[config.mk]
export PLATFORM = sky130hd
export DESIGN_NAME = uart_sys_top
export DESIGN_NICKNAME = d
export VERILOG_FILES = /design/src/uart_pkg.sv /design/src/uart_sys_top.sv /design/src/uart_apb_regs.sv /design/src/uart_rx_ctrl.sv /design/src/uart_tx_ctrl.sv /design/src/uart_fifo.sv /design/src/uart_baud_timer.sv
export SDC_FILE = /design/constraint.sdc
export NUM_CORES = 1
export LEC_CHECK = 0
export BUFFER_PORTS_ARGS = -buffer_cell sky130_fd_sc_hd__buf_2
export CORE_MARGIN = 5
export CORE_UTILIZATION = 50
export DETAILED_ROUTE_END_ITERATION = 7
export PLACE_DENSITY = 0.7
export SLEW_MARGIN = 15
export SYNTH_ARGS = -nofsm -noshare
export SYNTH_HDL_FRONTEND = slang
export SYNTH_HIERARCHICAL = 1
export SYNTH_SLANG_ARGS = --single-unit
[constraint.sdc]
create_clock -name clk_i -period 3.7 [get_ports clk_i]
set_input_delay 0.185 -clock clk_i [delete_from_list [all_inputs] [get_ports clk_i]]
set_output_delay 0.185 -clock clk_i [all_outputs]
set_load 0.05 [all_outputs]
[src/uart_pkg.sv]
//////////////////////////////
// Shared UART constants, register map and receive entry type
// Register offsets are byte addresses on a 4-bit APB address
//////////////////////////////
package uart_pkg;

  // Character and divisor widths
  localparam int data_w  = 8;
  localparam int div_w   = 16;

  // Baud ticks per serial bit
  localparam int os_rate = 16;

  localparam int addr_w  = 4;

  // Register offsets
  localparam logic [addr_w-1:0] reg_data   = 4'h0;
  localparam logic [addr_w-1:0] reg_status = 4'h4;
  localparam logic [addr_w-1:0] reg_div    = 4'h8;

  // STATUS bit positions, frame error and overrun are sticky
  localparam int st_tx_full   = 0;
  localparam int st_tx_empty  = 1;
  localparam int st_rx_valid  = 2;
  localparam int st_frame_err = 3;
  localparam int st_overrun   = 4;

  // One received character with its stop-bit check result
  typedef struct packed {
    logic              frame_err;
    logic [data_w-1:0] data;
  } rx_entry_t;

endpackage
[src/uart_sys_top.sv]
//////////////////////////////
// UART subsystem behind an APB slave, single clock domain
// Serial format is fixed 8N1 with 16x oversampling
//////////////////////////////
module uart_sys_top import uart_pkg::*; #(
  parameter int               tx_depth  = 4,
  parameter int               rx_depth  = 4,
  parameter logic [div_w-1:0] reset_div = 4
) (
  input  logic              clk_i,
  input  logic              rst_i,
  input  logic              psel_i,
  input  logic              penable_i,
  input  logic              pwrite_i,
  input  logic [addr_w-1:0] paddr_i,
  input  logic [31:0]       pwdata_i,
  output logic [31:0]       prdata_o,
  input  logic              rx_i,
  output logic              tx_o
);

  logic              tick;
  logic [div_w-1:0]  div;

  // Transmit path
  logic              tx_push;
  logic [data_w-1:0] tx_wdata;
  logic              tx_full;
  logic              tx_pop;
  logic [data_w-1:0] tx_head;
  logic              tx_empty;

  // Receive path
  logic              rx_push;
  rx_entry_t         rx_entry;
  logic              rx_full;
  logic              rx_pop;
  rx_entry_t         rx_head;
  logic              rx_empty;
  logic              overrun;

  uart_apb_regs #(
    .reset_div (reset_div)
  ) u_regs (
    .clk_i      (clk_i),
    .rst_i      (rst_i),
    .psel_i     (psel_i),
    .penable_i  (penable_i),
    .pwrite_i   (pwrite_i),
    .paddr_i    (paddr_i),
    .pwdata_i   (pwdata_i),
    .prdata_o   (prdata_o),
    .tx_full_i  (tx_full),
    .tx_empty_i (tx_empty),
    .rx_head_i  (rx_head),
    .rx_empty_i (rx_empty),
    .overrun_i  (overrun),
    .tx_push_o  (tx_push),
    .tx_wdata_o (tx_wdata),
    .rx_pop_o   (rx_pop),
    .div_o      (div)
  );

  uart_baud_timer u_baud (
    .clk_i  (clk_i),
    .rst_i  (rst_i),
    .div_i  (div),
    .tick_o (tick)
  );

  uart_fifo #(
    .entry_t (logic [data_w-1:0]),
    .depth   (tx_depth)
  ) u_tx_fifo (
    .clk_i   (clk_i),
    .rst_i   (rst_i),
    .push_i  (tx_push),
    .wdata_i (tx_wdata),
    .full_o  (tx_full),
    .pop_i   (tx_pop),
    .rdata_o (tx_head),
    .empty_o (tx_empty)
  );

  uart_tx_ctrl u_tx (
    .clk_i   (clk_i),
    .rst_i   (rst_i),
    .tick_i  (tick),
    .empty_i (tx_empty),
    .data_i  (tx_head),
    .pop_o   (tx_pop),
    .tx_o    (tx_o)
  );

  uart_rx_ctrl u_rx (
    .clk_i     (clk_i),
    .rst_i     (rst_i),
    .tick_i    (tick),
    .rx_i      (rx_i),
    .full_i    (rx_full),
    .push_o    (rx_push),
    .entry_o   (rx_entry),
    .overrun_o (overrun)
  );

  uart_fifo #(
    .entry_t (rx_entry_t),
    .depth   (rx_depth)
  ) u_rx_fifo (
    .clk_i   (clk_i),
    .rst_i   (rst_i),
    .push_i  (rx_push),
    .wdata_i (rx_entry),
    .full_o  (rx_full),
    .pop_i   (rx_pop),
    .rdata_o (rx_head),
    .empty_o (rx_empty)
  );

endmodule

[src/uart_apb_regs.sv]
//////////////////////////////
// APB slave for DATA, STATUS and DIVISOR, no wait states
// Reads of DATA pop the receive FIFO, empty reads return zero
//////////////////////////////
module uart_apb_regs import uart_pkg::*; #(
  parameter logic [div_w-1:0] reset_div = 4
) (
  input  logic              clk_i,
  input  logic              rst_i,
  input  logic              psel_i,
  input  logic              penable_i,
  input  logic              pwrite_i,
  input  logic [addr_w-1:0] paddr_i,
  input  logic [31:0]       pwdata_i,
  output logic [31:0]       prdata_o,
  input  logic              tx_full_i,
  input  logic              tx_empty_i,
  input  rx_entry_t         rx_head_i,
  input  logic              rx_empty_i,
  input  logic              overrun_i,
  output logic              tx_push_o,
  output logic [data_w-1:0] tx_wdata_o,
  output logic              rx_pop_o,
  output logic [div_w-1:0]  div_o
);

  logic        wr_acc;
  logic        rd_acc;
  logic        status_wr;
  logic        frame_err_q;
  logic        overrun_q;
  logic [31:0] status_word;

  // Access phase only, setup cycles have no effect
  assign wr_acc    = psel_i && penable_i && pwrite_i;
  assign rd_acc    = psel_i && penable_i && !pwrite_i;
  assign status_wr = wr_acc && (paddr_i == reg_status);

  assign tx_push_o  = wr_acc && (paddr_i == reg_data) && !tx_full_i;
  assign tx_wdata_o = pwdata_i[data_w-1:0];
  assign rx_pop_o   = rd_acc && (paddr_i == reg_data) && !rx_empty_i;

  always_ff @(posedge clk_i) begin
    if (rst_i) begin
      div_o       <= reset_div;
      frame_err_q <= 1'b0;
      overrun_q   <= 1'b0;
    end else begin
      if (wr_acc && (paddr_i == reg_div)) begin
        div_o <= pwdata_i[div_w-1:0];
      end
      // A new event wins over a clear in the same cycle
      if (rx_pop_o && rx_head_i.frame_err) begin
        frame_err_q <= 1'b1;
      end else if (status_wr && pwdata_i[st_frame_err]) begin
        frame_err_q <= 1'b0;
      end
      if (overrun_i) begin
        overrun_q <= 1'b1;
      end else if (status_wr && pwdata_i[st_overrun]) begin
        overrun_q <= 1'b0;
      end
    end
  end

  always_comb begin
    status_word               = '0;
    status_word[st_tx_full]   = tx_full_i;
    status_word[st_tx_empty]  = tx_empty_i;
    status_word[st_rx_valid]  = !rx_empty_i;
    status_word[st_frame_err] = frame_err_q;
    status_word[st_overrun]   = overrun_q;
  end

  always_comb begin
    case (paddr_i)
      reg_data:   prdata_o = rx_empty_i ? '0 : 32'(rx_head_i.data);
      reg_status: prdata_o = status_word;
      reg_div:    prdata_o = 32'(div_o);
      default:    prdata_o = '0;
    endcase
  end

endmodule

[src/uart_rx_ctrl.sv]
//////////////////////////////
// 8N1 receiver with mid-bit sampling on baud ticks
// Entry is pushed one cycle after the stop sample, lost if FIFO full
//////////////////////////////
module uart_rx_ctrl import uart_pkg::*; (
  input  logic      clk_i,
  input  logic      rst_i,
  input  logic      tick_i,
  input  logic      rx_i,
  input  logic      full_i,
  output logic      push_o,
  output rx_entry_t entry_o,
  output logic      overrun_o
);

  localparam int cnt_w = $clog2(os_rate);
  localparam int idx_w = $clog2(data_w);

  typedef enum logic [1:0] {st_idle, st_start, st_data, st_stop} state_t;

  state_t            state_q;
  logic              rx_meta_q;
  logic              rx_sync_q;
  logic              rx_prev_q;
  logic [cnt_w-1:0]  tick_cnt_q;
  logic [idx_w-1:0]  bit_idx_q;
  logic [data_w-1:0] shift_q;
  logic              done_q;
  logic              mid_start;
  logic              bit_end;

  assign mid_start = tick_i && (tick_cnt_q == cnt_w'(os_rate / 2 - 1));
  assign bit_end   = tick_i && (tick_cnt_q == cnt_w'(os_rate - 1));

  assign push_o    = done_q && !full_i;
  assign overrun_o = done_q && full_i;

  // Two-flop synchronizer plus one stage for edge detection
  always_ff @(posedge clk_i) begin
    if (rst_i) begin
      rx_meta_q <= 1'b1;
      rx_sync_q <= 1'b1;
      rx_prev_q <= 1'b1;
    end else begin
      rx_meta_q <= rx_i;
      rx_sync_q <= rx_meta_q;
      rx_prev_q <= rx_sync_q;
    end
  end

  always_ff @(posedge clk_i) begin
    if (rst_i) begin
      state_q    <= st_idle;
      tick_cnt_q <= '0;
      bit_idx_q  <= '0;
      done_q     <= 1'b0;
    end else begin
      done_q <= 1'b0;
      if (tick_i) begin
        tick_cnt_q <= tick_cnt_q + 1'b1;
      end
      case (state_q)
        st_idle: begin
          if (rx_prev_q && !rx_sync_q) begin
            state_q    <= st_start;
            tick_cnt_q <= '0;
          end
        end
        st_start: begin
          // Half a bit later the start bit must still be low
          if (mid_start) begin
            state_q    <= rx_sync_q ? st_idle : st_data;
            tick_cnt_q <= '0;
            bit_idx_q  <= '0;
          end
        end
        st_data: begin
          if (bit_end) begin
            tick_cnt_q <= '0;
            if (bit_idx_q == idx_w'(data_w - 1)) begin
              state_q <= st_stop;
            end else begin
              bit_idx_q <= bit_idx_q + 1'b1;
            end
          end
        end
        default: begin
          if (bit_end) begin
            state_q <= st_idle;
            done_q  <= 1'b1;
          end
        end
      endcase
    end
  end

  always_ff @(posedge clk_i) begin
    if ((state_q == st_data) && bit_end) begin
      shift_q <= {rx_sync_q, shift_q[data_w-1:1]};
    end
    if ((state_q == st_stop) && bit_end) begin
      entry_o.data      <= shift_q;
      entry_o.frame_err <= !rx_sync_q;
    end
  end

endmodule

[src/uart_tx_ctrl.sv]
//////////////////////////////
// 8N1 transmitter fed from the transmit FIFO
// Start bit begins on the clock after the pop, not aligned to a tick
//////////////////////////////
module uart_tx_ctrl import uart_pkg::*; (
  input  logic              clk_i,
  input  logic              rst_i,
  input  logic              tick_i,
  input  logic              empty_i,
  input  logic [data_w-1:0] data_i,
  output logic              pop_o,
  output logic              tx_o
);

  localparam int cnt_w = $clog2(os_rate);
  localparam int idx_w = $clog2(data_w);

  typedef enum logic [1:0] {st_idle, st_start, st_data, st_stop} state_t;

  state_t            state_q;
  logic [cnt_w-1:0]  tick_cnt_q;
  logic [idx_w-1:0]  bit_idx_q;
  logic [data_w-1:0] shift_q;
  logic              bit_end;

  // Take the next character whenever the line is idle
  assign pop_o   = (state_q == st_idle) && !empty_i;
  assign bit_end = tick_i && (tick_cnt_q == cnt_w'(os_rate - 1));

  always_ff @(posedge clk_i) begin
    if (rst_i) begin
      state_q    <= st_idle;
      tx_o       <= 1'b1;
      tick_cnt_q <= '0;
      bit_idx_q  <= '0;
    end else begin
      if (tick_i) begin
        tick_cnt_q <= tick_cnt_q + 1'b1;
      end
      case (state_q)
        st_idle: begin
          if (pop_o) begin
            state_q    <= st_start;
            tx_o       <= 1'b0;
            tick_cnt_q <= '0;
          end
        end
        st_start: begin
          if (bit_end) begin
            state_q    <= st_data;
            tx_o       <= shift_q[0];
            bit_idx_q  <= '0;
            tick_cnt_q <= '0;
          end
        end
        st_data: begin
          if (bit_end) begin
            tick_cnt_q <= '0;
            if (bit_idx_q == idx_w'(data_w - 1)) begin
              state_q <= st_stop;
              tx_o    <= 1'b1;
            end else begin
              bit_idx_q <= bit_idx_q + 1'b1;
              // Next bit, matches the shift below
              tx_o      <= shift_q[1];
            end
          end
        end
        default: begin
          if (bit_end) begin
            state_q    <= st_idle;
            tick_cnt_q <= '0;
          end
        end
      endcase
    end
  end

  // Character shifts out LSB first
  always_ff @(posedge clk_i) begin
    if (pop_o) begin
      shift_q <= data_i;
    end else if ((state_q == st_data) && bit_end) begin
      shift_q <= shift_q >> 1;
    end
  end

endmodule

[src/uart_fifo.sv]
//////////////////////////////
// Synchronous FIFO, entry type set by parameter
// Push while full is dropped even if a pop happens in the same cycle
//////////////////////////////
module uart_fifo #(
  parameter type entry_t = logic [7:0],
  parameter int  depth   = 4
) (
  input  logic   clk_i,
  input  logic   rst_i,
  input  logic   push_i,
  input  entry_t wdata_i,
  output logic   full_o,
  input  logic   pop_i,
  output entry_t rdata_o,
  output logic   empty_o
);

  localparam int ptr_w = (depth > 1) ? $clog2(depth) : 1;
  localparam int cnt_w = $clog2(depth + 1);
  localparam logic [ptr_w-1:0] last_ptr = ptr_w'(depth - 1);

  entry_t           mem [depth];
  logic [ptr_w-1:0] wr_ptr_q;
  logic [ptr_w-1:0] rd_ptr_q;
  logic [cnt_w-1:0] count_q;
  logic             do_push;
  logic             do_pop;

  assign full_o  = (count_q == cnt_w'(depth));
  assign empty_o = (count_q == '0);
  assign rdata_o = mem[rd_ptr_q];
  assign do_push = push_i && !full_o;
  assign do_pop  = pop_i && !empty_o;

  always_ff @(posedge clk_i) begin
    if (rst_i) begin
      wr_ptr_q <= '0;
      rd_ptr_q <= '0;
      count_q  <= '0;
    end else begin
      if (do_push) begin
        wr_ptr_q <= (wr_ptr_q == last_ptr) ? '0 : wr_ptr_q + 1'b1;
      end
      if (do_pop) begin
        rd_ptr_q <= (rd_ptr_q == last_ptr) ? '0 : rd_ptr_q + 1'b1;
      end
      if (do_push && !do_pop) begin
        count_q <= count_q + 1'b1;
      end else if (do_pop && !do_push) begin
        count_q <= count_q - 1'b1;
      end
    end
  end

  always_ff @(posedge clk_i) begin
    if (do_push) begin
      mem[wr_ptr_q] <= wdata_i;
    end
  end

endmodule

[src/uart_baud_timer.sv]
//////////////////////////////
// Oversample tick generator, one tick every div_i cycles
// A divisor of 0 or 1 gives a tick on every cycle
//////////////////////////////
module uart_baud_timer import uart_pkg::*; (
  input  logic             clk_i,
  input  logic             rst_i,
  input  logic [div_w-1:0] div_i,
  output logic             tick_o
);

  logic [div_w-1:0] cnt_q;
  logic [div_w-1:0] reload;

  // Divisor is only sampled at the wrap
  assign reload = (div_i > 1) ? div_i - 1'b1 : '0;

  always_ff @(posedge clk_i) begin
    if (rst_i) begin
      cnt_q  <= '0;
      tick_o <= 1'b0;
    end else if (cnt_q == '0) begin
      cnt_q  <= reload;
      tick_o <= 1'b1;
    end else begin
      cnt_q  <= cnt_q - 1'b1;
      tick_o <= 1'b0;
    end
  end

endmodule

==> results.py <==
metrics = {
    "power": {
        "power_frac_comb": 0.149,
        "swShare": 0.2718,
        "ir_drop_mv": 0.3893,
        "p_switching_mw": 1.288,
        "seqPwrFrac": 0.454,
        "p_per_area_nw_per_um2": 520.4,
        "clockPowerShare": 0.397,
        "p_int_mw": 3.450,
        "power.leakage_nw": 3.385,
    },
    "clock_tree": {
        "ctsRootBufferMaster": "clkbuf_16",
        "cts_sinks": 169,
        "cts_max_path_buffers": 2,
        "post_cts_buffers": 0,
        "cts_buffers": 17,
        "clock_latency_ns": 0.42,
        "clk_transition_reported_paths_ns": 0.07,
        "cts_tree": "done",
        "cts_max_level": 4,
    },
    "synthesis": {
        "synth_cell_types": 80,
        "yosysSeqAreaShare": 0.5316,
        "avgSynthCellArea_um2": 12.60,
        "synth_top_cell_area_share": 0.3441,
        "yosys_warnings": 6,
        "synth_edf_count": 93,
        "yosysTopAreaCell": "edfxtp_1",
        "synth_seq_cells": 169,
        "synthCells": 644,
        "async_reset_ff_frac": 0,
        "syn_area_um2": 8115,
        "ys_top_cells_by_area": "edfxtp_1 (34%), dfxtp_1 (19%), mux4_2 (4.7%), ha_1 (4.0%), xor2_1 (2.6%)",
        "synth_ff_type": "edfxtp_1",
    },
    "timing": {
        "finalSetupTns_ns": 0,
        "worst_slew_pin_slew_ns": 0.9238,
        "rsz0062_at_grt": "no",
        "post-route-period-util": 0.8891,
        "hold-worst-slack_ns": 0.02508,
        "maxSlewHeadroom": 0.3828,
        "final-max-slew-violation-count": 0,
        "hold_viol_final": 0,
        "fmax_mhz": 304.0,
        "setup_violations": 0,
        "skew_ns": 0.006897,
        "period_needed_ns": 3.290,
        "setup_ws_ns": 0.4105,
    },
    "die": {
        "ios": 75,
        "row_count": 46,
        "fp.dieArea_um2": 18880,
        "dieWidth_um": 137.4,
        "start_util": 0.5109,
        "coreArea_um2": 15890,
        "die_height_um": 137.4,
    },
    "placed_design": {
        "place.detailed.hpwl_mm": 11.41,
        "dpl_cell_area_um2": 8348,
        "place.gp.congestion": 0.8028,
        "dp_worst_setup_slack_ns": 0.4106,
        "port_buffers": 42,
    },
    "worst_hold_path": {
        "hp-start": "pwdata_i[5]",
        "hp-class": "in2reg",
    },
    "detailed_routing": {
        "via_per_inst": 5.613,
        "routed_wl_mm": 15.94,
        "vias": 5136,
        "ant_nets": 0,
        "dr.pass1.iters": 5,
        "drtIter0Drc": 263,
        "drc": 0,
        "wl_per_cell_um": 17.42,
    },
    "final_layout": {
        "antennaDiodeCount": 0,
        "areaGrowthSynthToFinish_pct": 12.18,
        "mostFrequentLayoutCells": "edfxtp_1 (93), dfxtp_1 (76), buf_2 (42), a21oi_1 (34)",
        "post-route-cell-area_um2": 9104,
        "n_fill_cell": 1290,
        "nNetsFinal": 756,
        "final_common_cell": "edfxtp_1",
        "drive_above_1_share": 0.2089,
    },
    "global_route": {
        "antenna_found_initial": 0,
        "grt_pass1_wl_mm": 26.23,
        "grt.overflow.total": 0,
        "grt_max_degree": 41,
        "grtUsageTotal": 0.1795,
        "grt_pass1_vias": 5234,
    },
    "setup_path": {
        "critical_path_class": "reg2reg",
        "start_kind": "register",
        "critPathMaxFanout": 7,
        "worstSetupStartpoint": "u_tx_fifo/count_q[0]$_SDFFE_PP0P_",
        "r2r_slack_ns": 0.41,
        "r2r_start": "u_tx_fifo/count_q[0]$_SDFFE_PP0P_",
        "crit_arrival_ns": 3.65,
        "end_kind": "register",
        "crit_required_ns": 4.06,
    },
    "run": {
        "max_cap_violations": 0,
    },
    "outcome": {
        "status": "finished clean",
    },
}
-- power groups by stage --
stage	sequential [mW]	combinational (mW)	clock, mW
CTS	2.15	0.701	1.92
detailed placement	2.19	0.679	0
finish	2.15	0.706	1.88
global route	2.16	0.772	2.01
floorplan	2.16	0.603	0
global placement	2.18	0.659	0
-- timing repair --
| action | CTS | global route |
|---|---|---|
| hold buffers | 12 | 0 |
| endpoints found under the hold margin | 21 | 0 |
| gates resized for setup | 0 | 0 |
-- flip-flops by register name (all words and copies together), names as in the netlist, 3 cells and up, named ones only --
name / cells
u_rx_fifo/mem: 36
u_tx/tick_cnt_q: 4
u_regs/div_o: 16
u_tx/bit_idx_q: 3
u_tx_fifo/count_q: 3
u_rx_fifo/count_q: 3
u_tx_fifo/mem: 32
u_baud/cnt_q: 16
u_tx/shift_q: 8
u_rx/tick_cnt_q: 4
u_rx/entry_o: 9
u_rx/bit_idx_q: 3
u_rx/shift_q: 8
-- final timing paths --
kind / to / cells past startpoint
worst max-delay path: u_tx_fifo/count_q[2]$_SDFFE_PP0P_ / 11
worst min-delay path: u_tx_fifo/mem[3][5]$_DFFE_PP_ / 1
worst min register to register: u_rx/rx_sync_q$_SDFF_PP1_ / 1
worst max register to register: u_tx_fifo/count_q[2]$_SDFFE_PP0P_ / 11
-- synthesized netlist by cell type (all sizes together) (7+ instances only) --
cell type,instances
a21oi,35
a22o,7
a31o,18
and2,12
and3,11
and4,7
buf,43
clkbuf,8
dfxtp,76
edfxtp,93
ha,26
inv,26
mux2,8
mux2i,10
mux4,17
nand2,17
nand2b,23
nand3,12
nand4,9
nor2,29
nor2b,7
nor3,18
nor4,11
o21ai,9
xor2,24
-- cell type report --
| type | instances | area, µm² | area share |
|---|---|---|---|
| clock buffers | 18 | 439.2 | 0.04824 |
| clock inverters | 14 | 196.4 | 0.02158 |
| inverters | 29 | 140.1 | 0.01539 |
| multi-input cells | 410 | 3376 | 0.3708 |
| flip-flops and latches | 169 | 4314 | 0.4739 |
| well taps | 216 | 270.3 | 0.02969 |
| repair buffers | 59 | 367.9 | 0.04041 |
-- through the flow --
step	total power [mW]	cells	utilization
after floorplan	2.759	659	-
after global placement	2.843	871	0.5255
after detailed placement	2.870	871	0.5255
after CTS	4.777	915	0.5731
after global routing	4.946	915	0.5731
final	4.738	915	0.5731
-- cell families after synthesis --
kind of cell,synth area share
other cells,0.0004621
fa+ha+maj,0.04502
buf+inv,0.05936
xor+xnor,0.03022
mux,0.07108
simple gates,0.1503
flops,0.5316
compound gates,0.1119
-- metal layers --
metal	global-route usage	routed length [µm]	vias up
met1	0.2145	6511	2549
met3	0.03835	579	22
met2	0.3151	8553	101
met5	0	0	-
met4	0.07151	294	0
li1	-	-	2464
-- critical path, cell delays in order (launching register included) --
cell and delay [ns]:
dfxtp_1 0.45, or3b_1 0.33, clkinv_4 0.11, nor3b_1 0.59, inv_1 0.15, nor2_2 0.19, ha_1 0.22, inv_1 0.08
fa_1 0.37, xor2_1 0.17, or3_2 0.42, a21oi_1 0.14
(Power assumes the default switching activity.)
